File: config.mk
export PLATFORM = sky130hd
export DESIGN_NAME = kv_fabric_top
export DESIGN_NICKNAME = d
export VERILOG_FILES = /design/src/hw/kv_pkg.sv /design/src/hw/kv_mux_cfg.sv /design/src/hw/kv_ctxt_fifo.sv /design/src/hw/kv_req_mux.sv /design/src/hw/kv_bank_demux.sv /design/src/hw/kv_bank.sv /design/src/hw/kv_fabric_top.sv
export VERILOG_INCLUDE_DIRS = /design/src /design/src/hw
export SDC_FILE = /design/constraint.sdc
export NUM_CORES = 1
export LEC_CHECK = 0
export ABC_CLOCK_PERIOD_IN_PS = 4200
export BUFFER_PORTS_ARGS = -buffer_cell sky130_fd_sc_hd__buf_2
export CORE_MARGIN = 1.5
export CORE_UTILIZATION = 56
export CTS_CLUSTER_DIAMETER = 100
export DETAILED_ROUTE_END_ITERATION = 12
export GPL_ROUTABILITY_DRIVEN = 1
export PLACE_DENSITY = 0.76
export SYNTH_ARGS = -nofsm -noshare
export SYNTH_HDL_FRONTEND = slang
export SYNTH_HIERARCHICAL = 1
export SYNTH_SLANG_ARGS = --single-unit
File: constraint.sdc
create_clock -name clk -period 4.2 [get_ports clk]
set_input_delay 0.84 -clock clk [delete_from_list [all_inputs] [get_ports clk]]
set_output_delay 0.84 -clock clk [all_outputs]
set_load 0.02 [all_outputs]
File: src/hw/kv_settings.svh
`ifndef KV_SETTINGS_SVH
`define KV_SETTINGS_SVH

// Key and value widths
`define KV_KEY_W 8
`define KV_VALUE_W 32

// Storage organisation
// Keys from KV_NUM_BANKS * KV_BANK_DEPTH up are out of range
`define KV_NUM_BANKS 2
`define KV_BANK_DEPTH 16

// Open transactions tracked per context FIFO
`define KV_CTXT_DEPTH 8

`endif

File: src/hw/kv_pkg.sv
`default_nettype none

`include "kv_settings.svh"

package kv_pkg;

    typedef enum logic {
        OP_QUERY  = 1'b0,
        OP_UPDATE = 1'b1
    } kv_op_e;

    typedef enum logic {
        MODE_PRIO   = 1'b0,
        MODE_STATIC = 1'b1
    } kv_mode_e;

    // Valid and value are only meaningful for updates
    typedef struct packed {
        kv_op_e                 op;
        logic [`KV_KEY_W-1:0]   key;
        logic                   valid;
        logic [`KV_VALUE_W-1:0] value;
    } kv_req_t;

    typedef struct packed {
        logic                   error;
        logic                   valid;
        logic [`KV_VALUE_W-1:0] value;
    } kv_resp_t;

endpackage

`default_nettype wire

File: src/hw/kv_mux_cfg.sv
`timescale 1ns/1ns
`default_nettype none

module kv_mux_cfg (
    input  wire logic             clk,
    input  wire logic             i_rst_n,
    input  wire logic             i_cfg_wr,
    input  wire kv_pkg::kv_mode_e i_cfg_mode,
    input  wire logic             i_cfg_sel,
    output kv_pkg::kv_mode_e      o_mode,
    output logic                  o_static_sel
);

    kv_pkg::kv_mode_e mode_q;
    logic             sel_q;

    // Policy defaults to strict priority with requester 0 named
    always_ff @(posedge clk) begin
        if (!i_rst_n) begin
            mode_q <= kv_pkg::MODE_PRIO;
            sel_q  <= 1'b0;
        end else if (i_cfg_wr) begin
            mode_q <= i_cfg_mode;
            sel_q  <= i_cfg_sel;
        end
    end

    assign o_mode       = mode_q;
    assign o_static_sel = sel_q;

endmodule

`default_nettype wire

File: src/hw/kv_ctxt_fifo.sv
`timescale 1ns/1ns
`default_nettype none

`include "kv_settings.svh"

module kv_ctxt_fifo #(
    parameter int WIDTH = 1
) (
    input  wire logic             clk,
    input  wire logic             i_rst_n,
    input  wire logic             i_push,
    input  wire logic [WIDTH-1:0] i_tag,
    input  wire logic             i_pop,
    output logic      [WIDTH-1:0] o_tag,
    output logic                  o_full
);

    localparam int AW = $clog2(`KV_CTXT_DEPTH);

    logic [WIDTH-1:0] mem [`KV_CTXT_DEPTH];
    // One extra pointer bit tells full from empty
    logic [AW:0]      wr_ptr;
    logic [AW:0]      rd_ptr;

    always_ff @(posedge clk) begin
        if (!i_rst_n) begin
            wr_ptr <= '0;
            rd_ptr <= '0;
        end else begin
            if (i_push) begin
                wr_ptr <= wr_ptr + 1'b1;
            end
            if (i_pop) begin
                rd_ptr <= rd_ptr + 1'b1;
            end
        end
    end

    always_ff @(posedge clk) begin
        if (i_push) begin
            mem[wr_ptr[AW-1:0]] <= i_tag;
        end
    end

    // Head of queue is the owner of the oldest open transaction
    assign o_tag  = mem[rd_ptr[AW-1:0]];
    assign o_full = (wr_ptr[AW] != rd_ptr[AW]) && (wr_ptr[AW-1:0] == rd_ptr[AW-1:0]);

endmodule

`default_nettype wire

File: src/hw/kv_req_mux.sv
`timescale 1ns/1ns
`default_nettype none

module kv_req_mux (
    input  wire logic             clk,
    input  wire logic             i_rst_n,
    input  wire kv_pkg::kv_mode_e i_mode,
    input  wire logic             i_static_sel,
    input  wire logic             i_hi_req,
    input  wire kv_pkg::kv_req_t  i_hi_cmd,
    input  wire logic             i_lo_req,
    input  wire kv_pkg::kv_req_t  i_lo_cmd,
    input  wire logic             i_rdy,
    input  wire logic             i_ack,
    input  wire kv_pkg::kv_resp_t i_resp,
    output logic                  o_hi_rdy,
    output logic                  o_hi_ack,
    output kv_pkg::kv_resp_t      o_hi_resp,
    output logic                  o_lo_rdy,
    output logic                  o_lo_ack,
    output kv_pkg::kv_resp_t      o_lo_resp,
    output logic                  o_req,
    output kv_pkg::kv_req_t       o_cmd
);

    // Select 0 is the high-priority requester, 1 the low-priority one
    logic sel;
    logic fifo_full;
    logic ret_sel;
    logic accept;

    always_comb begin
        if (i_mode == kv_pkg::MODE_PRIO) begin
            sel      = !i_hi_req;
            o_hi_rdy = i_rdy && !fifo_full;
            o_lo_rdy = i_rdy && !fifo_full && !i_hi_req;
        end else begin
            sel      = i_static_sel;
            o_hi_rdy = i_rdy && !fifo_full && !i_static_sel;
            o_lo_rdy = i_rdy && !fifo_full && i_static_sel;
        end
    end

    // Hold the request back while no context slot is free
    assign o_req  = (sel ? i_lo_req : i_hi_req) && !fifo_full;
    assign o_cmd  = sel ? i_lo_cmd : i_hi_cmd;
    assign accept = o_req && i_rdy;

    kv_ctxt_fifo #(
        .WIDTH ( 1 )
    ) u_ctxt_fifo (
        .clk     ( clk ),
        .i_rst_n ( i_rst_n ),
        .i_push  ( accept ),
        .i_tag   ( sel ),
        .i_pop   ( i_ack ),
        .o_tag   ( ret_sel ),
        .o_full  ( fifo_full )
    );

    // Route the response to the owner of the oldest transaction
    assign o_hi_ack  = i_ack && !ret_sel;
    assign o_lo_ack  = i_ack && ret_sel;
    assign o_hi_resp = ret_sel ? '0 : i_resp;
    assign o_lo_resp = ret_sel ? i_resp : '0;

endmodule

`default_nettype wire

File: src/hw/kv_bank_demux.sv
`timescale 1ns/1ns
`default_nettype none

`include "kv_settings.svh"

module kv_bank_demux (
    input  wire logic                      clk,
    input  wire logic                      i_rst_n,
    input  wire logic                      i_req,
    input  wire kv_pkg::kv_req_t           i_cmd,
    input  wire logic [`KV_NUM_BANKS-1:0]  i_bank_rdy,
    input  wire logic [`KV_NUM_BANKS-1:0]  i_bank_ack,
    input  wire kv_pkg::kv_resp_t          i_bank_resp [`KV_NUM_BANKS],
    output logic                           o_rdy,
    output logic                           o_ack,
    output kv_pkg::kv_resp_t               o_resp,
    output logic      [`KV_NUM_BANKS-1:0]  o_bank_req,
    output kv_pkg::kv_req_t                o_bank_cmd
);

    localparam int BANK_W = $clog2(`KV_NUM_BANKS);

    logic [BANK_W-1:0] bank_sel;
    logic [BANK_W-1:0] ret_bank;
    logic              fifo_full;
    logic              accept;

    // Lowest key bits pick the bank so one key always lands in one place
    assign bank_sel = i_cmd.key[BANK_W-1:0];

    always_comb begin
        for (int b = 0; b < `KV_NUM_BANKS; b++) begin
            o_bank_req[b] = i_req && !fifo_full && (bank_sel == b);
        end
    end

    assign o_bank_cmd = i_cmd;
    assign o_rdy      = i_bank_rdy[bank_sel] && !fifo_full;
    assign accept     = i_req && o_rdy;

    kv_ctxt_fifo #(
        .WIDTH ( BANK_W )
    ) u_ctxt_fifo (
        .clk     ( clk ),
        .i_rst_n ( i_rst_n ),
        .i_push  ( accept ),
        .i_tag   ( bank_sel ),
        .i_pop   ( o_ack ),
        .o_tag   ( ret_bank ),
        .o_full  ( fifo_full )
    );

    // Banks answer in accept order, so the oldest tag names the responder
    assign o_ack  = i_bank_ack[ret_bank];
    assign o_resp = i_bank_resp[ret_bank];

endmodule

`default_nettype wire

File: src/hw/kv_bank.sv
`timescale 1ns/1ns
`default_nettype none

`include "kv_settings.svh"

module kv_bank (
    input  wire logic             clk,
    input  wire logic             i_rst_n,
    input  wire logic             i_req,
    input  wire kv_pkg::kv_req_t  i_cmd,
    output logic                  o_rdy,
    output logic                  o_ack,
    output kv_pkg::kv_resp_t      o_resp
);

    localparam int BANK_W   = $clog2(`KV_NUM_BANKS);
    localparam int IDX_W    = $clog2(`KV_BANK_DEPTH);
    localparam int NUM_KEYS = `KV_NUM_BANKS * `KV_BANK_DEPTH;

    logic                   rdy_q;
    logic                   s1_req_q;
    kv_pkg::kv_req_t        s1_cmd_q;
    logic [IDX_W-1:0]       s1_idx;
    logic                   s1_in_range;
    logic                   s1_wr;
    logic                   ack_q;
    kv_pkg::kv_resp_t       resp_q;
    logic                   mem_valid [`KV_BANK_DEPTH];
    logic [`KV_VALUE_W-1:0] mem_value [`KV_BANK_DEPTH];

    // Ready comes up one cycle after reset and then stays up
    always_ff @(posedge clk) begin
        if (!i_rst_n) begin
            rdy_q    <= 1'b0;
            s1_req_q <= 1'b0;
            ack_q    <= 1'b0;
        end else begin
            rdy_q    <= 1'b1;
            s1_req_q <= i_req && rdy_q;
            ack_q    <= s1_req_q;
        end
    end

    // Stage 1 captures the accepted request
    always_ff @(posedge clk) begin
        if (i_req && rdy_q) begin
            s1_cmd_q <= i_cmd;
        end
    end

    // Entry index skips the bank bits of the key
    assign s1_idx      = s1_cmd_q.key[BANK_W +: IDX_W];
    assign s1_in_range = s1_cmd_q.key < NUM_KEYS;
    assign s1_wr       = s1_req_q && s1_in_range && (s1_cmd_q.op == kv_pkg::OP_UPDATE);

    always_ff @(posedge clk) begin
        if (!i_rst_n) begin
            for (int i = 0; i < `KV_BANK_DEPTH; i++) begin
                mem_valid[i] <= 1'b0;
            end
        end else if (s1_wr) begin
            mem_valid[s1_idx] <= s1_cmd_q.valid;
        end
    end

    always_ff @(posedge clk) begin
        if (s1_wr) begin
            mem_value[s1_idx] <= s1_cmd_q.value;
        end
    end

    // Stage 2 forms the answer; updates report only the error flag
    always_ff @(posedge clk) begin
        if (s1_req_q) begin
            resp_q <= '0;
            if (!s1_in_range) begin
                resp_q.error <= 1'b1;
            end else if (s1_cmd_q.op == kv_pkg::OP_QUERY) begin
                resp_q.valid <= mem_valid[s1_idx];
                resp_q.value <= mem_value[s1_idx];
            end
        end
    end

    assign o_rdy  = rdy_q;
    assign o_ack  = ack_q;
    assign o_resp = resp_q;

endmodule

`default_nettype wire

File: src/hw/kv_fabric_top.sv
`timescale 1ns/1ns
`default_nettype none

`include "kv_settings.svh"

module kv_fabric_top (
    input  wire logic             clk,
    input  wire logic             i_rst_n,
    input  wire logic             i_cfg_wr,
    input  wire kv_pkg::kv_mode_e i_cfg_mode,
    input  wire logic             i_cfg_sel,
    input  wire logic             i_hi_req,
    input  wire kv_pkg::kv_req_t  i_hi_cmd,
    output logic                  o_hi_rdy,
    output logic                  o_hi_ack,
    output kv_pkg::kv_resp_t      o_hi_resp,
    input  wire logic             i_lo_req,
    input  wire kv_pkg::kv_req_t  i_lo_cmd,
    output logic                  o_lo_rdy,
    output logic                  o_lo_ack,
    output kv_pkg::kv_resp_t      o_lo_resp
);

    kv_pkg::kv_mode_e       mode;
    logic                   static_sel;
    logic                   mrg_req;
    logic                   mrg_rdy;
    logic                   mrg_ack;
    kv_pkg::kv_req_t        mrg_cmd;
    kv_pkg::kv_resp_t       mrg_resp;
    logic [`KV_NUM_BANKS-1:0] bank_req;
    logic [`KV_NUM_BANKS-1:0] bank_rdy;
    logic [`KV_NUM_BANKS-1:0] bank_ack;
    kv_pkg::kv_req_t        bank_cmd;
    kv_pkg::kv_resp_t       bank_resp [`KV_NUM_BANKS];

    kv_mux_cfg u_mux_cfg (
        .clk          ( clk ),
        .i_rst_n      ( i_rst_n ),
        .i_cfg_wr     ( i_cfg_wr ),
        .i_cfg_mode   ( i_cfg_mode ),
        .i_cfg_sel    ( i_cfg_sel ),
        .o_mode       ( mode ),
        .o_static_sel ( static_sel )
    );

    kv_req_mux u_req_mux (
        .clk          ( clk ),
        .i_rst_n      ( i_rst_n ),
        .i_mode       ( mode ),
        .i_static_sel ( static_sel ),
        .i_hi_req     ( i_hi_req ),
        .i_hi_cmd     ( i_hi_cmd ),
        .i_lo_req     ( i_lo_req ),
        .i_lo_cmd     ( i_lo_cmd ),
        .i_rdy        ( mrg_rdy ),
        .i_ack        ( mrg_ack ),
        .i_resp       ( mrg_resp ),
        .o_hi_rdy     ( o_hi_rdy ),
        .o_hi_ack     ( o_hi_ack ),
        .o_hi_resp    ( o_hi_resp ),
        .o_lo_rdy     ( o_lo_rdy ),
        .o_lo_ack     ( o_lo_ack ),
        .o_lo_resp    ( o_lo_resp ),
        .o_req        ( mrg_req ),
        .o_cmd        ( mrg_cmd )
    );

    kv_bank_demux u_bank_demux (
        .clk         ( clk ),
        .i_rst_n     ( i_rst_n ),
        .i_req       ( mrg_req ),
        .i_cmd       ( mrg_cmd ),
        .i_bank_rdy  ( bank_rdy ),
        .i_bank_ack  ( bank_ack ),
        .i_bank_resp ( bank_resp ),
        .o_rdy       ( mrg_rdy ),
        .o_ack       ( mrg_ack ),
        .o_resp      ( mrg_resp ),
        .o_bank_req  ( bank_req ),
        .o_bank_cmd  ( bank_cmd )
    );

    for (genvar b = 0; b < `KV_NUM_BANKS; b++) begin : g_bank
        kv_bank u_bank (
            .clk     ( clk ),
            .i_rst_n ( i_rst_n ),
            .i_req   ( bank_req[b] ),
            .i_cmd   ( bank_cmd ),
            .o_rdy   ( bank_rdy[b] ),
            .o_ack   ( bank_ack[b] ),
            .o_resp  ( bank_resp[b] )
        );
    end

endmodule

`default_nettype wire

* Word-level counts from Yosys, hierarchy flattened
Memory sizes are Yosys's and may differ from the RTL's. A register that Yosys moved wholly into a read port is not among the register bits. Index checks and enable logic that the tools add are counted.
Storage, ports and cells: bits in registers 109, RAM bits 1072, output and inout port bits 72, memories 6
Operators by class: add/sub/neg operators 4, magnitude comparators 5, eq/ne operators 4, muxes and demuxes 37, bitwise operators 4, reductions and logical operators 29
Memories:
- g_bank[0].u_bank.mem_value | depth 16, width 32, rd ports 1, clocked after Yosys merged registers in 1, wr ports 1, line kv_bank.sv:29 | logic [`KV_VALUE_W-1:0] mem_value [`KV_BANK_DEPTH];
- g_bank[1].u_bank.mem_value | depth 16, width 32, rd ports 1, clocked after Yosys merged registers in 1, wr ports 1, line kv_bank.sv:29
- g_bank[0].u_bank.mem_valid | depth 16, width 1, rd ports 1, clocked after Yosys merged registers in 1, wr ports 16, line kv_bank.sv:28 | logic mem_valid [`KV_BANK_DEPTH];
- g_bank[1].u_bank.mem_valid | depth 16, width 1, rd ports 1, clocked after Yosys merged registers in 1, wr ports 16, line kv_bank.sv:28
- u_bank_demux.u_ctxt_fifo.mem | depth 8, width 1, rd ports 1, clocked after Yosys merged registers in 1, wr ports 1, line kv_ctxt_fifo.sv:20 | logic [WIDTH-1:0] mem [`KV_CTXT_DEPTH];
- u_req_mux.u_ctxt_fifo.mem | depth 8, width 1, rd ports 1, clocked after Yosys merged registers in 1, wr ports 1, line kv_ctxt_fifo.sv:20
Operators by type and width (number):
- 34-bit two-way mux | 5
- 42-bit two-way mux | 1
- 1-bit two-way mux | 25
- 1-bit logical AND | 20
- 4-bit by 1-bit adder with 4-bit output, second input constant | 4
- 8-bit by 6-bit < comparator with 1-bit output, second input constant | 2
- 3-bit two-way mux | 4
- 4-bit two-way mux | 2
- 3-bit equality test | 2
- 1-bit zero test | 5
- 1-bit by 2-bit < comparator with 1-bit output, second input constant | 2
- 2-bit OR reduction | 2
- 1-bit inverter | 3
- 2-bit greater-or-equal comparator, second input constant | 1
- 1-bit inequality test | 2
- 1-bit inverter with 2-bit output | 1
- 1-bit OR reduction | 2

* Longest topological paths before layout
Gate-level depths: netlist (run 1).
depth in word-level cells 9, depth in mapped cells 11

* By module
The synthesis (run 1) kept the hierarchy.
Modules (own cells, without submodules):
- kv_bank | instances 2, cells each 1026, area each 22806.9 um^2, seq. area each 18007.3 um^2
- kv_ctxt_fifo | instances 2, cells each 64, area each 799.5 um^2, seq. area each 460.4 um^2
- kv_req_mux | instances 1, cells each 135, area each 1067.3 um^2, seq. area each 0.0 um^2
- kv_bank_demux | instances 1, cells each 88, area each 928.4 um^2, seq. area each 0.0 um^2
- kv_mux_cfg | instances 1, cells each 6, area each 72.6 um^2, seq. area each 40.0 um^2

* Worst setup path after synthesis (run 1)
OpenSTA, ideal clock, no wires.
kind reg2reg, start point register g_bank[0].u_bank.s1_req_q, end point memory g_bank[0].u_bank/mem_value[0][0] (netlist bit) (enable), arrival time 3.954 ns, required time 3.739 ns, setup slack -0.216 ns, cell stages (with the launch flop) 4, buffers on the path 0, clock period less this slack 4.416 ns, cell sequence dfxtp_1 -> and4bb_2 -> nand2_1 -> nor3_1
Between the ends: word-level cells in the longest chain between the ends 4
RTL lines:
- start: declaration | line kv_bank.sv:21 | logic s1_req_q;
- start signal: assignment | line kv_bank.sv:39 | s1_req_q <= i_req && rdy_q;
- 1-bit logical AND (2 in series) | line kv_bank.sv:54 | assign s1_wr = s1_req_q && s1_in_range && (s1_cmd_q.op == kv_pkg::OP_UPDATE);
- 1-bit two-way mux | line kv_bank.sv:67 | if (s1_wr) begin
- 1-bit two-way mux (not written as such) | line kv_bank.sv:68 | mem_value[s1_idx] <= s1_cmd_q.value;
- end: declaration | line kv_bank.sv:29
Every way passes these cells.

==> results.yml, run 1 <==
status:
  status: "finished, final reports clean"
power:
  ir_drop_mv: 0.524
  p_clk_share_pct: 40.8
  power_switching_mw: 5.36
  power_density_nw_per_um2: 461
  p_leak_nw: 17.8
  seq_power_share_pct: 54.8
  internal_power_mw: 20.1
  switching_share_pct: 21.1
  power_frac_comb_pct: 4.4
clocking:
  clockBufferDepth: 3
  cts.clk_slew.worst_paths_ns: 0.06
  cts-resized-gates: 0
  cts.sinks: 1252
  numCtsBuffers: 115
  clock-root-buffer: "clkbuf_16"
  tritoncts: "done"
  post_cts_buffers: 0
  hold_buffers: 0
  htreeDepth: 3
  clk_latency_ns: 0.70
sta:
  fmax_ghz: 0.249
  hold_viol: 0
  fin_crit_ns: 4.02
  slew_headroom_pct: 22.1
  finalSetupTns_ns: 0
  grt_setup_unrepaired: "no"
  layout_setup_ws_ns: 0.182
  worst_slew_pin_slew_ns: 1.17
  setup_viol: 0
  clock_skew_ns: 0.0334
  final.period_utilization_pct: 95.7
  drv_slew: 0
layout:
  nets: 2666
  syn_to_final_growth_pct: 11.9
  drive_gt1_share_pct: 29.7
  final_cells: 3823
  final_cell_area_um2: 55100
  post-route-util_pct: 63.3
  fill_cells: 5681
synth:
  synth_area_um2: 49300
  yosysWarnings: 6
  synth_nets: 2503
  syn_avg_cell_area_um2: 20.5
  synth_cells: 2408
floorplanning:
  die_y_um: 300
  initial_core_util_pct: 56.6
  die_w_um: 300
  coreArea_um2: 87000
  rows: 108
  die_area_um2: 89800
  io-pin-count: 163
placement:
  place_ws_ns: 0.867
  postPlaceCellArea_um2: 51400
  io_buffers: 162
  gp_congestion: 0.932
  dp_cells: 3609
  hpwl_um: 63400
drt:
  vias_per_cell: 6.61
  drtAntennaViolNets: 0
  drc: 0
  post_drt_wl_per_cell_um: 31.0
  dr.pass1.iters: 6
  wirelength_um: 119000
  vias: 25254
  drt_iter0_drc: 3773
grt:
  overflow: 0
  grt_start_max_net_pins: 88
  antenna_found_initial: 4
  grt_pass1_wl_um: 172000
  first_global_vias: 25144
  track_usage_pct: 26.7
setup_path:
  crit_path_end_kind: "output pin"
  cp-start-kind: "register"
  criticalPathCategory: "register to output pin"
  required_ns: 3.36
  crit_path_max_fanout: 21
  cp.arrival_ns: 3.18
flow_run:
  cap_violations: 0
min_path:
  holdCritPathClass: "input port to register"
## power by group through the flow
| stage | sequential, mW | clock, mW | combinational (mW) |
|---|---|---|---|
| after floorplan | 14.1 | 0 | 0.831 |
| after global placement | 14.2 | 0 | 1.07 |
| after detailed placement | 14.2 | 0 | 1.09 |
| after CTS | 13.9 | 10.5 | 1.11 |
| after global routing | 14.0 | 10.9 | 1.17 |
| final | 13.9 | 10.4 | 1.11 |
## cells in the final DEF, fill, tap and decap left out, drive strengths merged, types with 5 or more instances in the layout
master	count
a21oi	34
and2	51
buf	234
bufinv	13
clkbuf	132
clkinv	60
clkinvlp	5
dfxtp	62
edfxtp	1190
inv	8
mux2	79
mux2i	73
mux4	268
nand2	19
nand2b	17
nand3	132
nand4	36
nor2	44
nor2b	45
nor3	16
o211ai	66
o31ai	24
o41ai	8
xnor2	8
xor2	8
## worst max-delay path, cell delays in order, from the launching register on
cell and delay, ns:
dfxtp_1 0.36, mux4_1 0.55, mux2_2 0.52, buf_4 0.37, mux2_4 0.35, nor2b_1 0.13, buf_2 0.21
## state kept, by name, summed over array words and instances, names as in the netlist, named ones only
signal,cells
u_req_mux/u_ctxt_fifo/mem,8
g_bank.u_bank/s1_cmd_q,82
u_bank_demux/u_ctxt_fifo/wr_ptr,4
g_bank.u_bank/mem_value,1024
u_mux_cfg/o_static_sel,1
u_mux_cfg/o_mode,1
u_req_mux/u_ctxt_fifo/wr_ptr,4
g_bank.u_bank/s1_req_q,2
g_bank.u_bank/o_ack,2
u_bank_demux/u_ctxt_fifo/rd_ptr,4
u_bank_demux/u_ctxt_fifo/mem,8
g_bank.u_bank/o_resp,68
g_bank.u_bank/mem_valid,32
u_req_mux/u_ctxt_fifo/rd_ptr,4
g_bank.u_bank/o_rdy,2
## per-layer routing
| layer | part of all wire (%) | vias to the layer above | track usage, % | wire length (um) |
|---|---|---|---|---|
| li1 | - | 10201 | - | - |
| met1 | 38 | 13000 | 38.5 | 44600 |
| met2 | 47 | 1815 | 41.3 | 55500 |
| met3 | 12 | 236 | 5.55 | 14500 |
| met4 | 3.3 | 2 | 8.81 | 3890 |
| met5 | 0.0059 | - | 0 | 7 |
## layout make-up
class	count	area [um^2]	area share, %
diodes	3	7.51	0.0136
clock buffers	132	2960	5.37
clock inverters	79	785	1.42
inverters	7	26.3	0.0477
multi-input cells	961	11400	20.7
flip-flops and latches	1252	37000	67.1
well taps	1155	1450	2.62
repair buffers	234	1510	2.75
## metrics by stage
| stage | total power, mW | hold slack (ns) |
|---|---|---|
| finish | 25.4 | 0.434 |
| global route | 26.1 | 0.418 |
| CTS | 25.5 | 0.404 |
| detailed placement | 15.3 | 0.460 |
| global placement | 15.3 | 0.451 |
| floorplan | 15.0 | 0.439 |
## path summary, 6_finish.rpt
kind / startpoint / endpoint / slack, ns / depth (start not counted)
setup / recovery: register / o_hi_resp[15] / 0.18 / 6
hold / removal: i_cfg_sel / u_mux_cfg/o_static_sel / 0.43 / 3
hold reg to reg: g_bank[0].u_bank/mem_valid[3] / g_bank[0].u_bank/mem_valid[3] / 0.47 / 2
setup reg to reg: g_bank[0].u_bank/s1_cmd_q[35] / g_bank[0].u_bank/o_resp[27] / 1.16 / 5
(Power assumes the default switching activity.)
==> run 2: changes to the inputs <==
--- a/config.mk
+++ b/config.mk
@@ -8,7 +8,6 @@
 export LEC_CHECK = 0
 export ABC_CLOCK_PERIOD_IN_PS = 4200
 export BUFFER_PORTS_ARGS = -buffer_cell sky130_fd_sc_hd__buf_2
-export CORE_MARGIN = 1.5
 export CORE_UTILIZATION = 56
 export CTS_CLUSTER_DIAMETER = 100
 export DETAILED_ROUTE_END_ITERATION = 12
==> run 2 against run 1 <==
- non-clock buffer count grew 4
- core utilization grew 0.26 points
- sequential power is essentially flat
- critical path depth is the same
- global-route usage shrank 0.12 points
- first-iteration DRC count shrank 11%
- routed wire length shrank 0.86%
- register-to-register slack lost 0.09 ns
- worst setup slack gained 0.11 ns
- clock power grew 4%
- worst hold slack gained 0.0014 ns
- highest routed layer unchanged
==> results.yml, run 2 (synthesis gave the netlist of run 1 again) <==
status:
  status: "finished, final reports clean"
setup_path:
  path_cells: "mux4_1 -> mux2_4 -> buf_4 -> mux2_4 -> nor2b_1 -> buf_2"
  crit_path_end_kind: "output pin"
  critical_path.most_common_cell: "mux2_4"
  cp-start-kind: "register"
  cpMaxStageDelayCell: "mux4_1"
  criticalPathCategory: "register to output pin"
  required_ns: 3.36
  crit_path_max_fanout: 23
  cp.arrival_ns: 3.07
  max_stage_delay_ns: 0.56
grt:
  overflow: 0
  grt_start_max_net_pins: 82
  first_global_vias: 25741
  antenna_found_initial: 6
  track_usage_pct: 26.6
  grt_pass1_wl_um: 170000
sta:
  clock_skew_ns: 0.0255
  worst_slew_pin_slew_ns: 1.20
  slew_headroom_pct: 20.1
  layout_setup_ws_ns: 0.294
  fmax_ghz: 0.256
  hold_viol: 0
  fin_crit_ns: 3.91
  final.period_utilization_pct: 93.0
  finalSetupTns_ns: 0
  timing.hold.ws_ns: 0.435
  grt_setup_unrepaired: "no"
  setup_viol: 0
  drv_slew: 0
layout:
  top_register: "g_bank.u_bank/mem_value"
  final_cell_area_um2: 55300
  syn_to_final_growth_pct: 12.3
  post-route-util_pct: 63.6
  drive_gt1_share_pct: 30.0
  antenna-diode-count: 0
  final_cells: 3828
  nets: 2673
  layout_common_cells: "edfxtp_1 (1190), mux4_2 (264), buf_2 (162)"
  mostFrequentLayoutCell: "edfxtp_1"
  largest_reg_flops: 1024
power:
  power_density_nw_per_um2: 467
  p_clk_share_pct: 41.7
  seq_power_share_pct: 54.0
  switching_share_pct: 20.8
  power_switching_mw: 5.37
  p_total_mw: 25.8
  ir_drop_mv: 0.451
  p_leak_nw: 17.9
  power_frac_comb_pct: 4.3
  internal_power_mw: 20.5
floorplanning:
  io-pin-count: 163
  die_w_um: 299
  coreArea_um2: 87000
  initial_core_util_pct: 56.6
  die_area_um2: 89200
  rows: 108
  die_y_um: 299
drt:
  dr.pass1.iters: 6
  drt_iter0_drc: 3359
  vias: 24999
  drc: 0
  vias_per_cell: 6.53
  drtAntennaViolNets: 0
  wirelength_um: 117000
  post_drt_wl_per_cell_um: 30.7
clocking:
  clk_latency_ns: 0.69
  htreeDepth: 3
  post_cts_buffers: 0
  numCtsBuffers: 118
  cts-resized-gates: 0
  clockBufferDepth: 3
  clock-root-buffer: "clkbuf_16"
  cts.sinks: 1252
  tritoncts: "done"
  cts.clk_slew.worst_paths_ns: 0.06
  hold_buffers: 0
placement:
  place_ws_ns: 0.809
  postPlaceCellArea_um2: 51400
  hpwl_um: 65000
  gp_congestion: 0.860
  io_buffers: 162
  dp_cells: 3613
flow_run:
  cap_violations: 0
min_path:
  holdCritPathClass: "input port to register"
[run 2: changes by cell type in the layout (fill, tap and decap cells not counted), moves of 2 or more]
cell	change
clkbuf_1	+2
clkbuf_16	+8
bufinv_16	+2
diode_2	-3
clkinv_1	-5
buf_4	+3
[run 2: worst paths after layout]
check | slack [ns] | start | cells after the start | to
worst min-delay path | 0.44 | i_cfg_sel | 3 | u_mux_cfg/o_static_sel
worst min register to register | 0.47 | g_bank[1].u_bank/mem_valid[15] | 2 | g_bank[1].u_bank/mem_valid[15]
worst max register to register | 1.07 | g_bank[1].u_bank/s1_cmd_q[35] | 4 | g_bank[1].u_bank/mem_value[10][0]
worst max-delay path | 0.29 | register | 6 | o_hi_resp[30]
[run 2: per-layer routing]
metal	vias to the layer above	track usage, %	wire length (um)
met4	6	9.27	4250
met5	-	0	38
met2	1648	41.1	55200
met3	268	6.63	13900
li1	10201	-	-
met1	12876	37.3	44100
[run 2: worst max-delay path, delay by kind of cell (launching register included)]
kind,cells,cell delay [ns]
buffers and inverters,2,0.51
flip-flops,1,0.36
multiplexers,3,1.39
AND/OR/NAND/NOR,1,0.14
[run 2: layout make-up]
type                            instances  area [um^2]
Clock inverter                         74          778
Inverter                                7         26.3
Clock buffer                          141         3160
Timing Repair Buffer                  238         1560
Multi-Input combinational cell        961        11400
Tap cell                             1155         1450
Fill cell                            5691        31700
Sequential cell                      1252        37000
[run 2: power groups by stage]
stage	clock, mW	sequential [mW]	combinational [mW]
after floorplan	0	14.1	0.831
after global placement	0	14.2	1.08
after detailed placement	0	14.2	1.09
after CTS	10.9	13.9	1.11
after global routing	11.4	13.9	1.17
final	10.8	13.9	1.11
